### src/include/resampAddrMap.svh
// Register word addresses of the resampler host block.
// Included inside resampRegPkg, so hostAddrT is already in scope.

`ifndef RESAMP_ADDR_MAP_SVH
`define RESAMP_ADDR_MAP_SVH

// main resampler phase increment.
localparam hostAddrT RESAMPLER_RATE         = hostAddrT'(0);

// audio picker phase increment.
localparam hostAddrT RESAMPLER_AURATE       = hostAddrT'(1);

// audio samples summed per output.
localparam hostAddrT RESAMPLER_AUDECIMATION = hostAddrT'(2);

// arithmetic right shift of the audio sum.
localparam hostAddrT RESAMPLER_AUSHIFT      = hostAddrT'(3);

`endif
### src/rtl/resampDspPkg.sv
// Data path types of the resampler.
// Samples, accumulator phase, interpolation weight and the
// integrate-and-dump accumulator.

package resampDspPkg;

    // signed two's complement audio sample.
    typedef logic signed [15:0] sampleT;

    // full phase of an NCO.
    typedef logic [31:0] phaseT;

    // top bits of the phase, the interpolation weight.
    // modules size their FRAC_W parameter from this by default.
    typedef logic [7:0] fracT;

    // integrator of the audio decimator.
    // 32 bits hold up to 65536 full-scale samples without wrap.
    typedef logic signed [31:0] accumT;

endpackage

### src/rtl/resampRegPkg.sv
// Host side types of the resampler.
// Bus field widths, configuration field widths, the configuration bundle
// and the register address map.

package resampRegPkg;

    // host bus fields.
    typedef logic [12:0] hostAddrT;
    typedef logic [31:0] hostDataT;
    typedef logic [3:0]  byteEnT;

    // configuration fields.
    typedef logic [31:0] rateT;
    typedef logic [14:0] decimT;
    typedef logic [5:0]  shiftT;

    // everything the data path needs from the register block, 85 bits.
    typedef struct packed {
        rateT  resampleRate;
        rateT  auResampleRate;
        decimT auDecimation;
        shiftT auShift;
    } resampCfgT;

    // word addresses, typed as hostAddrT.
    `include "resampAddrMap.svh"

endpackage

### src/rtl/resampTop.sv
// Top level of the sample-rate converter.
// Host register block, main NCO with linear interpolator, audio NCO with
// integrate-and-dump decimator.

`timescale 1ns/1ps

module resampTop
    import resampRegPkg::*;
    import resampDspPkg::*;
#(
    parameter int FRAC_W = $bits(fracT)
) (
    input  logic     clk,
    input  logic     arstN,
    input  hostAddrT addr,
    input  hostDataT dataIn,
    input  logic     cs,
    input  byteEnT   wrEn,
    output hostDataT dataOut,
    input  logic     inValid,
    input  sampleT   inSample,
    output logic     outValid,
    output sampleT   outSample,
    output logic     auValid,
    output sampleT   auSample
);

    resampCfgT         cfg;
    logic              mainCarry;
    logic [FRAC_W-1:0] mainFrac;
    logic              auCarry;

    resampRegs regs (
        .clk     (clk),
        .arstN   (arstN),
        .addr    (addr),
        .dataIn  (dataIn),
        .cs      (cs),
        .wrEn    (wrEn),
        .dataOut (dataOut),
        .cfg     (cfg)
    );

    // main stage steps once per input sample.
    resampNco #(.FRAC_W(FRAC_W)) mainNco (
        .clk     (clk),
        .arstN   (arstN),
        .advance (inValid),
        .rate    (cfg.resampleRate),
        .carry   (mainCarry),
        .frac    (mainFrac)
    );

    resampInterp #(.FRAC_W(FRAC_W)) interp (
        .clk       (clk),
        .arstN     (arstN),
        .inValid   (inValid),
        .inSample  (inSample),
        .carry     (mainCarry),
        .frac      (mainFrac),
        .outValid  (outValid),
        .outSample (outSample)
    );

    // audio stage steps once per resampled output.
    // it only picks samples, the fractional phase has no use here.
    resampNco #(.FRAC_W(FRAC_W)) auNco (
        .clk     (clk),
        .arstN   (arstN),
        .advance (outValid),
        .rate    (cfg.auResampleRate),
        .carry   (auCarry),
        .frac    ()
    );

    auDecimator decim (
        .clk        (clk),
        .arstN      (arstN),
        .accept     (auCarry),
        .inSample   (outSample),
        .decimation (cfg.auDecimation),
        .shift      (cfg.auShift),
        .auValid    (auValid),
        .auSample   (auSample)
    );

endmodule

### src/rtl/auDecimator.sv
// Integrate-and-dump decimator of the audio stage.
// Sums a programmable number of accepted samples and emits the sum
// shifted right arithmetically and truncated to 16 bits.

`timescale 1ns/1ps

module auDecimator
    import resampRegPkg::*;
    import resampDspPkg::*;
(
    input  logic   clk,
    input  logic   arstN,
    input  logic   accept,
    input  sampleT inSample,
    input  decimT  decimation,
    input  shiftT  shift,
    output logic   auValid,
    output sampleT auSample
);

    accumT accum;
    accumT sumNext;
    decimT count;
    decimT countNext;
    decimT target;
    logic  dump;

    // a decimation of zero behaves as one.
    assign target = (decimation == '0) ? decimT'(1) : decimation;

    assign sumNext   = accum + accumT'(inSample);
    assign countNext = count + decimT'(1);

    // >= also ends a frame cleanly when the decimation is lowered mid-frame.
    assign dump = accept && (countNext >= target);

    always_ff @(posedge clk or negedge arstN) begin
        if (!arstN) begin
            accum   <= '0;
            count   <= '0;
            auValid <= 1'b0;
        end else begin
            auValid <= dump;
            if (dump) begin
                accum <= '0;
                count <= '0;
            end else if (accept) begin
                accum <= sumNext;
                count <= countNext;
            end
        end
    end

    // shifted sum, low 16 bits kept.
    always_ff @(posedge clk) begin
        if (dump) begin
            auSample <= sampleT'(sumNext >>> shift);
        end
    end

endmodule

### src/rtl/resampInterp.sv
// Linear interpolator of the main resampling stage.
// Keeps the sample history and registers one weighted sample between the
// two latest inputs for every NCO carry.

`timescale 1ns/1ps

module resampInterp
    import resampDspPkg::*;
#(
    parameter int FRAC_W = $bits(fracT)
) (
    input  logic              clk,
    input  logic              arstN,
    input  logic              inValid,
    input  sampleT            inSample,
    input  logic              carry,
    input  logic [FRAC_W-1:0] frac,
    output logic              outValid,
    output sampleT            outSample
);

    // 17-bit difference times an unsigned weight with a sign bit.
    localparam int PROD_W = FRAC_W + 18;

    sampleT                   lastSample;
    logic signed [16:0]       delta;
    logic signed [PROD_W-1:0] weighted;
    logic signed [PROD_W-1:0] step;
    logic signed [16:0]       interpSum;

    // after the shift the history is {lastSample, inSample}.
    always_ff @(posedge clk or negedge arstN) begin
        if (!arstN) begin
            lastSample <= '0;
        end else if (inValid) begin
            lastSample <= inSample;
        end
    end

    // prev + (cur - prev) * frac / 2^FRAC_W.
    assign delta     = {inSample[15], inSample} - {lastSample[15], lastSample};
    assign weighted  = delta * $signed({1'b0, frac});
    // arithmetic shift rounds toward minus infinity.
    assign step      = weighted >>> FRAC_W;
    assign interpSum = {lastSample[15], lastSample} + step[16:0];

    always_ff @(posedge clk or negedge arstN) begin
        if (!arstN) begin
            outValid <= 1'b0;
        end else begin
            outValid <= carry;
        end
    end

    // result lies between the two samples, so 16 bits always hold it.
    always_ff @(posedge clk) begin
        if (carry) begin
            outSample <= interpSum[15:0];
        end
    end

endmodule

### src/rtl/resampNco.sv
// Phase accumulator of the resampler.
// Adds the rate on each advance, flags the carry out of the phase and
// exports the top bits of the new phase as the fractional position.

`timescale 1ns/1ps

module resampNco
    import resampRegPkg::*;
    import resampDspPkg::*;
#(
    parameter int FRAC_W = $bits(fracT)
) (
    input  logic              clk,
    input  logic              arstN,
    input  logic              advance,
    input  rateT              rate,
    output logic              carry,
    output logic [FRAC_W-1:0] frac
);

    localparam int PHASE_W = $bits(phaseT);

    phaseT              phase;
    logic [PHASE_W:0]   sum;

    // one extra bit catches the wrap of the phase.
    assign sum = {1'b0, phase} + {1'b0, rate};

    // both come from the sum, in the cycle of the advance.
    assign carry = advance & sum[PHASE_W];
    assign frac  = sum[PHASE_W-1 -: FRAC_W];

    always_ff @(posedge clk or negedge arstN) begin
        if (!arstN) begin
            phase <= '0;
        end else if (advance) begin
            phase <= sum[PHASE_W-1:0];
        end
    end

endmodule

### src/rtl/resampRegs.sv
// Host register file of the resampler.
// Four configuration registers, byte-lane writes on the clock edge,
// combinational zero-extended readback.

`timescale 1ns/1ps

module resampRegs
    import resampRegPkg::*;
(
    input  logic      clk,
    input  logic      arstN,
    input  hostAddrT  addr,
    input  hostDataT  dataIn,
    input  logic      cs,
    input  byteEnT    wrEn,
    output hostDataT  dataOut,
    output resampCfgT cfg
);

    resampCfgT cfgQ;
    hostDataT  laneMask;

    // one byte of mask per write strobe.
    always_comb begin
        for (int lane = 0; lane < 4; lane++) begin
            laneMask[lane*8 +: 8] = {8{wrEn[lane]}};
        end
    end

    // merge the written lanes over the old word.
    function automatic hostDataT mergeLanes(hostDataT oldWord, hostDataT newWord,
                                            hostDataT mask);
        return (oldWord & ~mask) | (newWord & mask);
    endfunction

    // each register keeps only the bits it owns, so lanes above them drop out.
    always_ff @(posedge clk or negedge arstN) begin
        if (!arstN) begin
            cfgQ <= '0;
        end else if (cs) begin
            case (addr)
                RESAMPLER_RATE: begin
                    cfgQ.resampleRate <= mergeLanes(cfgQ.resampleRate, dataIn, laneMask);
                end
                RESAMPLER_AURATE: begin
                    cfgQ.auResampleRate <= mergeLanes(cfgQ.auResampleRate, dataIn, laneMask);
                end
                RESAMPLER_AUDECIMATION: begin
                    cfgQ.auDecimation <= decimT'(mergeLanes(hostDataT'(cfgQ.auDecimation),
                                                            dataIn, laneMask));
                end
                RESAMPLER_AUSHIFT: begin
                    cfgQ.auShift <= shiftT'(mergeLanes(hostDataT'(cfgQ.auShift),
                                                       dataIn, laneMask));
                end
                default: begin
                end
            endcase
        end
    end

    // readback, zero when deselected or unmapped.
    always_comb begin
        dataOut = '0;
        if (cs) begin
            case (addr)
                RESAMPLER_RATE:         dataOut = cfgQ.resampleRate;
                RESAMPLER_AURATE:       dataOut = cfgQ.auResampleRate;
                RESAMPLER_AUDECIMATION: dataOut = hostDataT'(cfgQ.auDecimation);
                RESAMPLER_AUSHIFT:      dataOut = hostDataT'(cfgQ.auShift);
                default:                dataOut = '0;
            endcase
        end
    end

    assign cfg = cfgQ;

endmodule

### config.mk
export PLATFORM = sky130hd
export DESIGN_NAME = resampTop
export DESIGN_NICKNAME = d
export VERILOG_FILES = /design/src/rtl/resampDspPkg.sv /design/src/rtl/resampRegPkg.sv /design/src/rtl/resampTop.sv /design/src/rtl/auDecimator.sv /design/src/rtl/resampInterp.sv /design/src/rtl/resampNco.sv /design/src/rtl/resampRegs.sv
export VERILOG_INCLUDE_DIRS = /design/src /design/src/include
export SDC_FILE = /design/constraint.sdc
export NUM_CORES = 1
export LEC_CHECK = 0
export BUFFER_PORTS_ARGS = -buffer_cell sky130_fd_sc_hd__buf_2
export CAP_MARGIN = 10
export CORE_MARGIN = 2
export CORE_UTILIZATION = 58
export CTS_BUF_LIST = sky130_fd_sc_hd__clkbuf_16
export CTS_CLUSTER_SIZE = 25
export DETAILED_ROUTE_END_ITERATION = 8
export GPL_ROUTABILITY_DRIVEN = 0
export HOLD_SLACK_MARGIN = 0.08
export PLACE_DENSITY_LB_ADDON = 0.05
export SYNTH_ARGS = -nofsm -noshare
export SYNTH_HDL_FRONTEND = slang
export SYNTH_SLANG_ARGS = --single-unit
### constraint.sdc
create_clock -name clk -period 20.2 [get_ports clk]
set_input_delay 4.04 -clock clk [delete_from_list [all_inputs] [get_ports clk]]
set_output_delay 4.04 -clock clk [all_outputs]
set_load 0.01 [all_outputs]
* Yosys cells after proc, flatten, opt, wreduce, memory -nomap -nowiden *
Cells that the tools add are included.

operators by class
  add/sub/neg operators = 6
  multiply operators = 1
  order comparisons = 1
  eq/ne operators = 3
  shift-type cells = 1
  muxes and demuxes = 7
  bitwise logic cells = 12
  reductions and logical operators = 8

operators with widths
  kind                                             number
  one-hot mux 32 bit (4 select lines)              1
  AND 32 bit                                       3
  2-to-1 mux 32 bit                                3
  adder 32 x 32 -> 33 bit                          2
  OR 32 bit                                        2
  2-to-1 mux 15 bit                                3
  adder 32 x 16 -> 32 bit                          1
  inverter 32 bit                                  1
  >>> shifter 32 x 6 -> 16 bit                     1
  == test 13 x 2 -> 1 bit (second input constant)  2
  multiplier 17 x 9 -> 24 bit                      1
  subtractor 16 x 16 -> 17 bit                     1
  adder 16 bit                                     1
  adder 15 x 1 -> 15 bit (second input constant)   1
  AND 15 bit                                       1
  greater-or-equal comparator 15 bit               1
  zero test 15 bit                                 1
  OR 15 bit                                        1
  == test 13 x 1 -> 1 bit (second input constant)  1
  zero test 13 bit                                 1
  AND reduction 2 bit                              4
  AND 6 bit                                        1
  OR 6 bit                                         1
  AND 1 bit                                        2
  other kinds (2)                                  2

storage, ports and cells
  register bits = 246
  input bits = 69
  word-level logic and storage cells = 52

* Logic depth before layout (Yosys ltp) *
Gate-level depths: netlist of the first run.

  depth in word-level cells = 5
  gate-level depth with buffers = 40

* Cells and area by module *
Synthesis of the first run repeated with hierarchy kept, for this count alone.

unflattened totals
  cell total of the unflattened synthesis = 2689
  area, all modules = 24136.9 um2

by module, submodules not included
  module                instances  cells an instance  area an instance (um2)
  auDecimator           1          922                7150.6
  resampInterp          1          796                6932.9
  resampRegs            1          293                4008.8
  resampNco at auNco    1          360                3148.0
  resampNco at mainNco  1          318                2896.5

* Worst setup path after synthesis of the first run *
No wires, ideal clock.

  path type = input to register
  start point = input inSample[1]
  end point = register interp.outSample[15], data pin
  library setup time = 0.268 ns
  arrival time = 11.782 ns
  slack = 8.150 ns
  stages = 36
  buffers on the path = 0
  cell sequence = ha_1 -> nor2b_1 -> o21ai_0 -> a21boi_0 -> o21ai_0 -> a21boi_0 -> o21ai_0 -> a21o_1 -> nor2b_1 -> xnor2_1 -> nand2_1 -> fa_1 -> inv_1 -> fa_1 -> fa_1 -> inv_1 -> fa_1 -> inv_1 -> ha_1 -> nand2_1 -> nor4_1 -> o2111ai_2 -> a211oi_1 -> a21bo_2 -> xor2_1 -> ha_1 -> and2_1 -> o21ai_0 -> o31ai_1 -> o41ai_1 -> o21bai_1 -> a21o_1 -> a21o_1 -> a21oi_1 -> xnor2_1 -> xnor3_1

between the ends
  cells in the longest elaborated chain, start to end = 3

ends and longest elaborated chain
  what                          RTL line            RTL
  from (decl)                   resampTop.sv:21     input sampleT inSample,
  subtractor 16 x 16 -> 17 bit  resampInterp.sv:41  assign delta = {inSample[15], inSample} - {lastSample[15], lastSample};
  multiplier 17 x 9 -> 24 bit   resampInterp.sv:42  assign weighted = delta * $signed({1'b0, frac});
  adder 16 bit                  resampInterp.sv:45  assign interpSum = {lastSample[15], lastSample} + step[16:0];
  net interp.interpSum[15]      resampInterp.sv:29  logic signed [16:0] interpSum;
  to (signal assigned)          resampInterp.sv:58  outSample <= interpSum[15:0];
  to (decl)                     resampInterp.sv:19  output sampleT outSample

The timed path passes the listed nets, and every way through them passes these cells.
A chain may end at the register's enable or synchronous reset.

* Worst setup path after layout of the first run *
Ends and elaborated chain as after synthesis.

==> results of run 1 <==
==> layout make-up <==
type	count	area [µm²]	area share [%]
well taps	518	648	2.62
inverters	217	815	3.29
clock buffers	31	776	3.13
repair buffers	148	790	3.19
multi-input cells	1916	15200	61.3
clock inverters	24	238	0.959
flip-flops and latches	246	6320	25.5
==> worst max-delay path, delay by kind of cell <==
family                     cells  cell delay [ns]
AOI/OAI and AO/OA             16             3.55
adders and majority gates      7             2.98
xor gates and xnor gates       4             0.91
and+or+nand+nor                6             1.12
buffers and inverters          4             0.25
==> logic make-up (layout without fill, tap and decap cells) <==
| family | Yosys count | in the layout |
|---|---|---|
| flops | 246 | 246 |
| xor+xnor | 128 | 128 |
| fa+ha+maj | 292 | 292 |
| simple gates | 703 | 703 |
| compound gates | 585 | 585 |
| mux | 208 | 208 |
| buf+inv | 303 | 420 |
==> where the power goes <==
group,leakage (nW),internal [mW],total (mW),switching [mW]
sequential,3.20,0.592,0.599,0.00698
combinational,8.73,0.738,1.63,0.892
clock,0.509,0.339,0.560,0.221
total,12.4,1.67,2.79,1.12
==> layer usage <==
layer | up-vias | global-route usage [%]
li1 | 8954 | -
met3 | 101 | 3.34
met4 | 0 | 7.43
met2 | 614 | 45.8
met1 | 9039 | 41.3
met5 | - | 0
==> final timing paths <==
check	to	slack [ns]
max	interp.outSample[15]$_DFFE_PP_	7.66
min	decim.accum[23]$_DFFE_PN0P_	0.48
max reg2reg	interp.outSample[15]$_DFFE_PP_	9.32
min reg2reg	decim.accum[23]$_DFFE_PN0P_	0.48
max in group asynchronous	mainNco.phase[3]$_DFFE_PN0P_	15.32
min in group asynchronous	decim.accum[26]$_DFFE_PN0P_	3.51
==> cell usage in the layout (no fill, tap or decap), drive strengths merged, types with 70 or more instances in the layout <==
cell type    n
inv        221
buf        148
a21oi      126
nor2       220
o21ai      131
ha         185
xnor2       84
a21o        70
dfrtp      214
nand2      239
fa         107
mux2       141
==> impl_metrics.toml, run 1 <==
[global_routing]
grt_pass1_wl_um = 94900
globalRouteOverflowTotal = 0
grt_pass1_vias = 18200
grt_max_degree = 92
grtUsageTotal_pct = 28.6
antenna_found_initial = 0

[timing]
min_period_over_period_pct = 62.1
relSlewSlack_pct = 21.6
finalHoldViolCount = 0
max_freq_mhz = 79.7
fin_setup_tns_ns = 0
slew_viol_final = 0
worst_pin_slew_ns = 1.17
skew_ns = 0.0144
hold_ws_ns = 0.484
fin_crit_ns = 12.54
setup_violations = 0
worst_slack_ns = 7.66
rsz0062_at_grt = "no"

[setup_path]
cp-start-kind = "input pin"
crit_slowest_cell = "fa_1"
r2r_cells = 36
endpoint_kind = "flop"
worstSetupStartpoint = "inSample[1]"
critical_path.max_stage_delay_ns = 0.58
arrival_ns = 12.85
cp.required_ns = 20.51
cp_max_fo = 4
worstSetupPathType = "in -> reg"

[floorplan]
core_um2 = 38600
dieHeight_um = 202
initial_core_util_pct = 58.6
dieWidth_um = 202
ioPinCount = 135
dieArea_um2 = 40700
rows = 72

[synth]
synth_xor_area_share_pct = 5.01
synth.yosys.warnings = 0
synthAdderAreaFrac_pct = 19.7
syn_area_per_cell_um2 = 9.19
synth_simple_gate_area_share_pct = 14.1
synth_top_family_by_area = "adder cells"
syn_area_um2 = 22700
synth.distinct_cells = 98
synth.area.top_cells = "dfrtp_1, ha_1, fa_1"
synthArstFlopShare_pct = 87.0
netlist.area_leader.share_pct = 23.6
yosysMostFrequentCell = "nand2_1"
synth.largest_area_cell = "dfrtp_1"
ys_top_cells_by_count = "nand2_1, nor2_1, dfrtp_1"
synthCells = 2465
synth_fp_nets = 2826
synth.area.mux_share_pct = 10.6
ys.flop_type = "dfrtp_1"
ys_seq_area_share_pct = 27.9
synth_edf_count = 32
synth_compound_area_share_pct = 17.6
ys_ff_latch = 246

[layout]
syn_to_final_growth_pct = 9.35
nets = 2920
fin_util_pct = 64.1
drive_above_1_share_pct = 14.8
final_area_um2 = 24800
fillers = 3239
instances_no_fill = 3100
antenna_cells = 0

[cts]
clockBufferDepth = 3
cts_hold_buf = 0
clkLatencyLatePin_ns = 0.58
htreeDepth = 1
post_cts_buffers = 0
cts_buffers = 30
cts_root_buffer = "clkbuf_16"
cts_resized = 0
clock-sinks = 246
cts.clk_slew.worst_paths_ns = 0.06
cts_tree = "yes"

[route]
drt_iter0_drc = 1286
routedWlPerCell_um = 18.9
wl_met2_um = 26700
ant_nets = 0
dr_wl_met3_um = 3440
drc = 0
via_count = 18700
first_pass_iters = 5
top_layer_used = "met4"
wl_met1_um = 26900
vias_per_cell = 6.03
wirelength_um = 58600

[min_path]
hp-class = "reg -> reg"
hp-start = "decim.accum[23]$_DFFE_PN0P_"
min_path_cells = 2

[placed_design]
io_buffers = 134
place_inst = 3044
placedInstanceArea_um2 = 23800
dp_slack_ns = 7.09
dpl.hpwl_um = 44800

[pwr]
vdd_ir_drop_max_uv = 116
powerDensity_nw_per_um2 = 113
p_leak_nw = 12.4
p_total_mw = 2.79

[flow_run]
maxCapViolations = 0

[status]
outcome = "finished clean"
No activity file was read; power rests on OpenSTA's default activity.
==> inputs of run 2 (changes only) <==
CORE_UTILIZATION = 57   (was 58)
clock period = 10.37 ns   (was 20.2 ns; I/O delays follow)
==> impl_metrics.toml, run 2 (synthesis gave the netlist of run 1 again) <==
[cts]
cts.clk_slew.worst_paths_ns = 0.06
cts_root_buffer = "clkbuf_16"
cts_buffers = 30
clockBufferDepth = 3
cts_hold_buf = 0
htreeDepth = 1
clock-sinks = 246
cts_tree = "yes"
clkLatencyLatePin_ns = 0.60

[route]
first_pass_iters = 6
wirelength_um = 59300
via_count = 18900
routedWlPerCell_um = 18.8
drt_iter0_drc = 1373
wl_met2_um = 26900
wl_met1_um = 27300
drc = 0
ant_nets = 0
vias_per_cell = 5.99
dr_wl_met3_um = 3530
top_layer_used = "met4"

[placed_design]
dp_slack_ns = -0.147
place_inst = 3101
dpl.hpwl_um = 45300
placedInstanceArea_um2 = 24100
io_buffers = 134

[setup_path]
worstSetupStartpoint = "inSample[0]"
cp_top_family = "adder cells"
cp_max_fo = 4
critical_path.max_stage_delay_ns = 0.53
worst-path-buf-inv = 8
cpMostUsedCell = "fa_1"
cp.required_ns = 10.68
worstSetupPathType = "in -> reg"
r2r_cells = 40
crit_slowest_cell = "fa_1"
cp-start-kind = "input pin"
arrival_ns = 10.06
cp.depth = 41
endpoint_kind = "flop"

[pwr]
swShare_pct = 38.3
comb_power_share_pct = 61.6
seq_power_share_pct = 19.5
p_sw_mw = 2.30
p_total_mw = 5.99
intPower_mw = 3.70
p_leak_nw = 12.7
p_clk_share_pct = 18.9
powerDensity_nw_per_um2 = 237
vdd_ir_drop_max_uv = 216

[floorplan]
initial_core_util_pct = 57.4
dieWidth_um = 203
core_um2 = 39500
ioPinCount = 135
rows = 73
dieArea_um2 = 41400
dieHeight_um = 203

[timing]
hold_ws_ns = 0.486
worst_pin_slew_ns = 1.04
setup_violations = 0
fin_crit_ns = 9.75
finalHoldViolCount = 0
skew_ns = 0.0336
relSlewSlack_pct = 30.3
max_freq_mhz = 103
worst_slack_ns = 0.619
slew_viol_final = 0
rsz0062_at_grt = "no"
min_period_over_period_pct = 94.0
fin_setup_tns_ns = 0

[global_routing]
globalRouteOverflowTotal = 0
grtUsageTotal_pct = 28.6
antenna_found_initial = 1
grt_pass1_vias = 18400
grt_max_degree = 88
grt_pass1_wl_um = 95800

[layout]
instances_no_fill = 3160
fillers = 3380
mostFrequentLayoutCells = "nand2_1, nor2_1, inv_1"
drive_above_1_share_pct = 17.1
final_area_um2 = 25300
fin_util_pct = 64.1
syn_to_final_growth_pct = 11.6
nets = 2973
final_common_cell = "nand2_1"

[min_path]
min_path_cells = 2
hp-start = "decim.accum[20]$_DFFE_PN0P_"
hp-class = "reg -> reg"

[status]
outcome = "finished clean"

[flow_run]
maxCapViolations = 0
run 2: cell count changes in the layout (fill, tap and decap cells not counted), moves of 2 or more:
| cell | before | now |
|---|---|---|
| clkinv_1 | 11 | 5 |
| clkinv_2 | 1 | 6 |
| inv_1 | 217 | 214 |
| a211oi_1 | 30 | 28 |
| xnor2_1 | 84 | 82 |
| o21ai_0 | 118 | 116 |
| o21ai_1 | 13 | 15 |
| xnor2_2 | 0 | 2 |
| buf_4 | 13 | 65 |
run 2: tightest hold or removal path: stages (launching register included):
cell and delay [ns]:
dfrtp_1 0.35, nand2_1 0.05, o31ai_1 0.05
run 2: path summary, 6_finish.rpt:
| kind | endpoint | slack [ns] |
|---|---|---|
| worst max-delay path | interp.outSample[15]$_DFFE_PP_ | 0.62 |
| worst min-delay path | decim.accum[20]$_DFFE_PN0P_ | 0.49 |
| worst max register to register | interp.outSample[15]$_DFFE_PP_ | 0.64 |
| worst min register to register | decim.accum[20]$_DFFE_PN0P_ | 0.49 |
| max in group asynchronous | interp.outValid$_DFF_PN0_ | 7.40 |
| min in group asynchronous | decim.accum[24]$_DFFE_PN0P_ | 1.44 |
run 2: power groups by stage:
stage	clock, mW	sequential (mW)	combinational [mW]
final	1.13	1.17	3.69
after global routing	1.20	1.17	4.20
after CTS	1.16	1.17	3.69
after detailed placement	0	1.18	3.66
after global placement	0	1.18	3.54
after floorplan	0	1.18	2.59
run 2: layout make-up:
class / instances / area, µm² / share of cell area [%]
Multi-Input combinational cell: 1916 / 15300 / 60.3
Sequential cell: 246 / 6320 / 25.0
Timing Repair Buffer: 201 / 1190 / 4.71
Inverter: 217 / 815 / 3.22
Clock buffer: 31 / 776 / 3.07
Tap cell: 525 / 657 / 2.60
Clock inverter: 23 / 283 / 1.12
Antenna cell: 1 / 2.50 / 0.00989
run 2: per-layer routing:
layer  up-vias  GRT usage, %
li1       9037             -
met1      9194          41.1
met3        94          3.79
met4         0          7.51
met5         -             0
met2       615          45.9
run 2: repair_timing:
item | 4_1_cts | 5_1_grt
setup buffers | 0 | 3
resized for setup | 0 | 15
endpoints found under the setup margin | 0 | 2
==> inputs of run 3 (changes only) <==
BUFFER_PORTS_ARGS = unset   (was -buffer_cell sky130_fd_sc_hd__buf_2)
CORE_UTILIZATION = 58   (was 57)
DONT_BUFFER_PORTS = 1   (was unset)
==> impl_metrics.toml, run 3 (synthesis gave the netlist of run 1 again) <==
[global_routing]
grt_max_degree = 215
globalRouteOverflowTotal = 0
grtUsageTotal_pct = 28.8
antenna_found_initial = 0
grt_pass1_wl_um = 95700
grt_pass1_vias = 18100

[setup_path]
critical_path.max_stage_delay_ns = 0.50
arrival_ns = 10.13
endpoint_kind = "flop"
worstSetupPathType = "reg -> reg"
crit_slowest_cell = "fa_1"
cp_max_fo = 12
cp-start-kind = "flop"
cp.required_ns = 10.67

[cts]
htreeDepth = 1
cts_buffers = 29
clockBufferDepth = 3
cts_hold_buf = 0
clkLatencyLatePin_ns = 0.57
cts_root_buffer = "clkbuf_16"
cts.clk_slew.worst_paths_ns = 0.06
cts_tree = "yes"
post_cts_buffers = 0
clock-sinks = 246

[timing]
slew_viol_final = 0
skew_ns = 0.0260
fin_crit_ns = 9.84
relSlewSlack_pct = 22.0
setup_violations = 0
worst_pin_slew_ns = 1.17
max_freq_mhz = 102
finalHoldViolCount = 0
rsz0062_at_grt = "no"
hold_ws_ns = 0.483
min_period_over_period_pct = 94.8

[floorplan]
ioPinCount = 135
dieHeight_um = 202
dieArea_um2 = 40700
core_um2 = 38600
dieWidth_um = 202
initial_core_util_pct = 58.6
rows = 72

[route]
drc = 0
wirelength_um = 57600
via_count = 18200
routedWlPerCell_um = 19.3
ant_nets = 0
first_pass_iters = 8
vias_per_cell = 6.10
drt_iter0_drc = 1335

[placed_design]
dpl.hpwl_um = 44700
io_buffers = 0
placedInstanceArea_um2 = 23300

[layout]
antenna_cells = 0
fillers = 3301
drive_above_1_share_pct = 11.1
syn_to_final_growth_pct = 6.75
fin_util_pct = 62.6
final_area_um2 = 24200
multiInputGateArea_um2 = 15200
seq_area_um2 = 6320
mostFrequentLayoutCells = "nand2_1, inv_1, nor2_1"
nets = 2809
final_common_cell = "nand2_1"

[flow_run]
maxCapViolations = 0

[pwr]
p_leak_nw = 12.0
powerDensity_nw_per_um2 = 229
p_total_mw = 5.53
vdd_ir_drop_max_uv = 289

[status]
outcome = "finished clean"

[min_path]
hp-class = "reg -> reg"
run 3: path summary, 6_finish.rpt:
check | endpoint | cells after the start | slack, ns | start
max in group asynchronous | interp.lastSample[15]$_DFFE_PN0P_ | 0 | 8.45 | arstN
worst max register to register | interp.outSample[15]$_DFFE_PP_ | 37 | 0.53 | flop
worst max-delay path | interp.outSample[15]$_DFFE_PP_ | 37 | 0.53 | flop
worst min-delay path | decim.accum[12]$_DFFE_PN0P_ | 2 | 0.48 | decim.accum[12]$_DFFE_PN0P_
worst min register to register | decim.accum[12]$_DFFE_PN0P_ | 2 | 0.48 | decim.accum[12]$_DFFE_PN0P_
min in group asynchronous | decim.accum[18]$_DFFE_PN0P_ | 0 | 1.19 | arstN
run 3: through the flow:
step | setup TNS, ns | std cells | setup slack [ns]
2_1_floorplan | 0 | 2465 | 0.286
3_3_place_gp | 0 | 2935 | 0.0469
3_5_place_dp | -0.204 | 2935 | -0.204
4_1_cts | 0 | 2988 | 0.358
5_1_grt | 0 | 2988 | 0.00804
6_report | 0 | 2988 | 0.535
run 3: report_power, final:
group | leakage, nW | switching [mW] | internal (mW) | total [mW]
registers | 3.20 | 0.0137 | 1.15 | 1.17
clock network | 0.486 | 0.414 | 0.579 | 0.993
logic | 8.26 | 1.77 | 1.60 | 3.37
total | 12.0 | 2.20 | 3.33 | 5.53
run 3: what timing repair did:
action / 4_1_cts / 5_1_grt
resized for setup: 0 / 5
endpoints found under the setup margin: 0 / 1
endpoints found under the hold margin: 0 / 0
run 3: worst max-delay path: cells and delay by family (launching register included):
kind                     cells  cell delay (ns)
flip-flops                   1             0.41
XOR/XNOR                     4             0.95
AND/OR/NAND/NOR             10             1.94
AO/OA/AOI/OAI               14             2.99
buffers and inverters        1             0.22
adder cells (fa/ha/maj)      8             3.06
run 3: area by class of cell:
type                    count  area share [%]
clock buffers              29            3.00
clock inverters            24           0.786
inverters                 217            3.37
multi-input cells        1916            62.9
flip-flops and latches    246            26.1
well taps                 518            2.68
repair buffers             38            1.18
run 3: metal layers:
| metal | global-route usage [%] | vias to the layer above | part of all wire (%) |
|---|---|---|---|
| li1 | - | 8699 | - |
| met1 | 41.9 | 8922 | 47 |
| met2 | 46.0 | 530 | 46 |
| met3 | 3.56 | 83 | 5.3 |
| met4 | 6.78 | 0 | 2.2 |
| met5 | 0 | - | 0 |
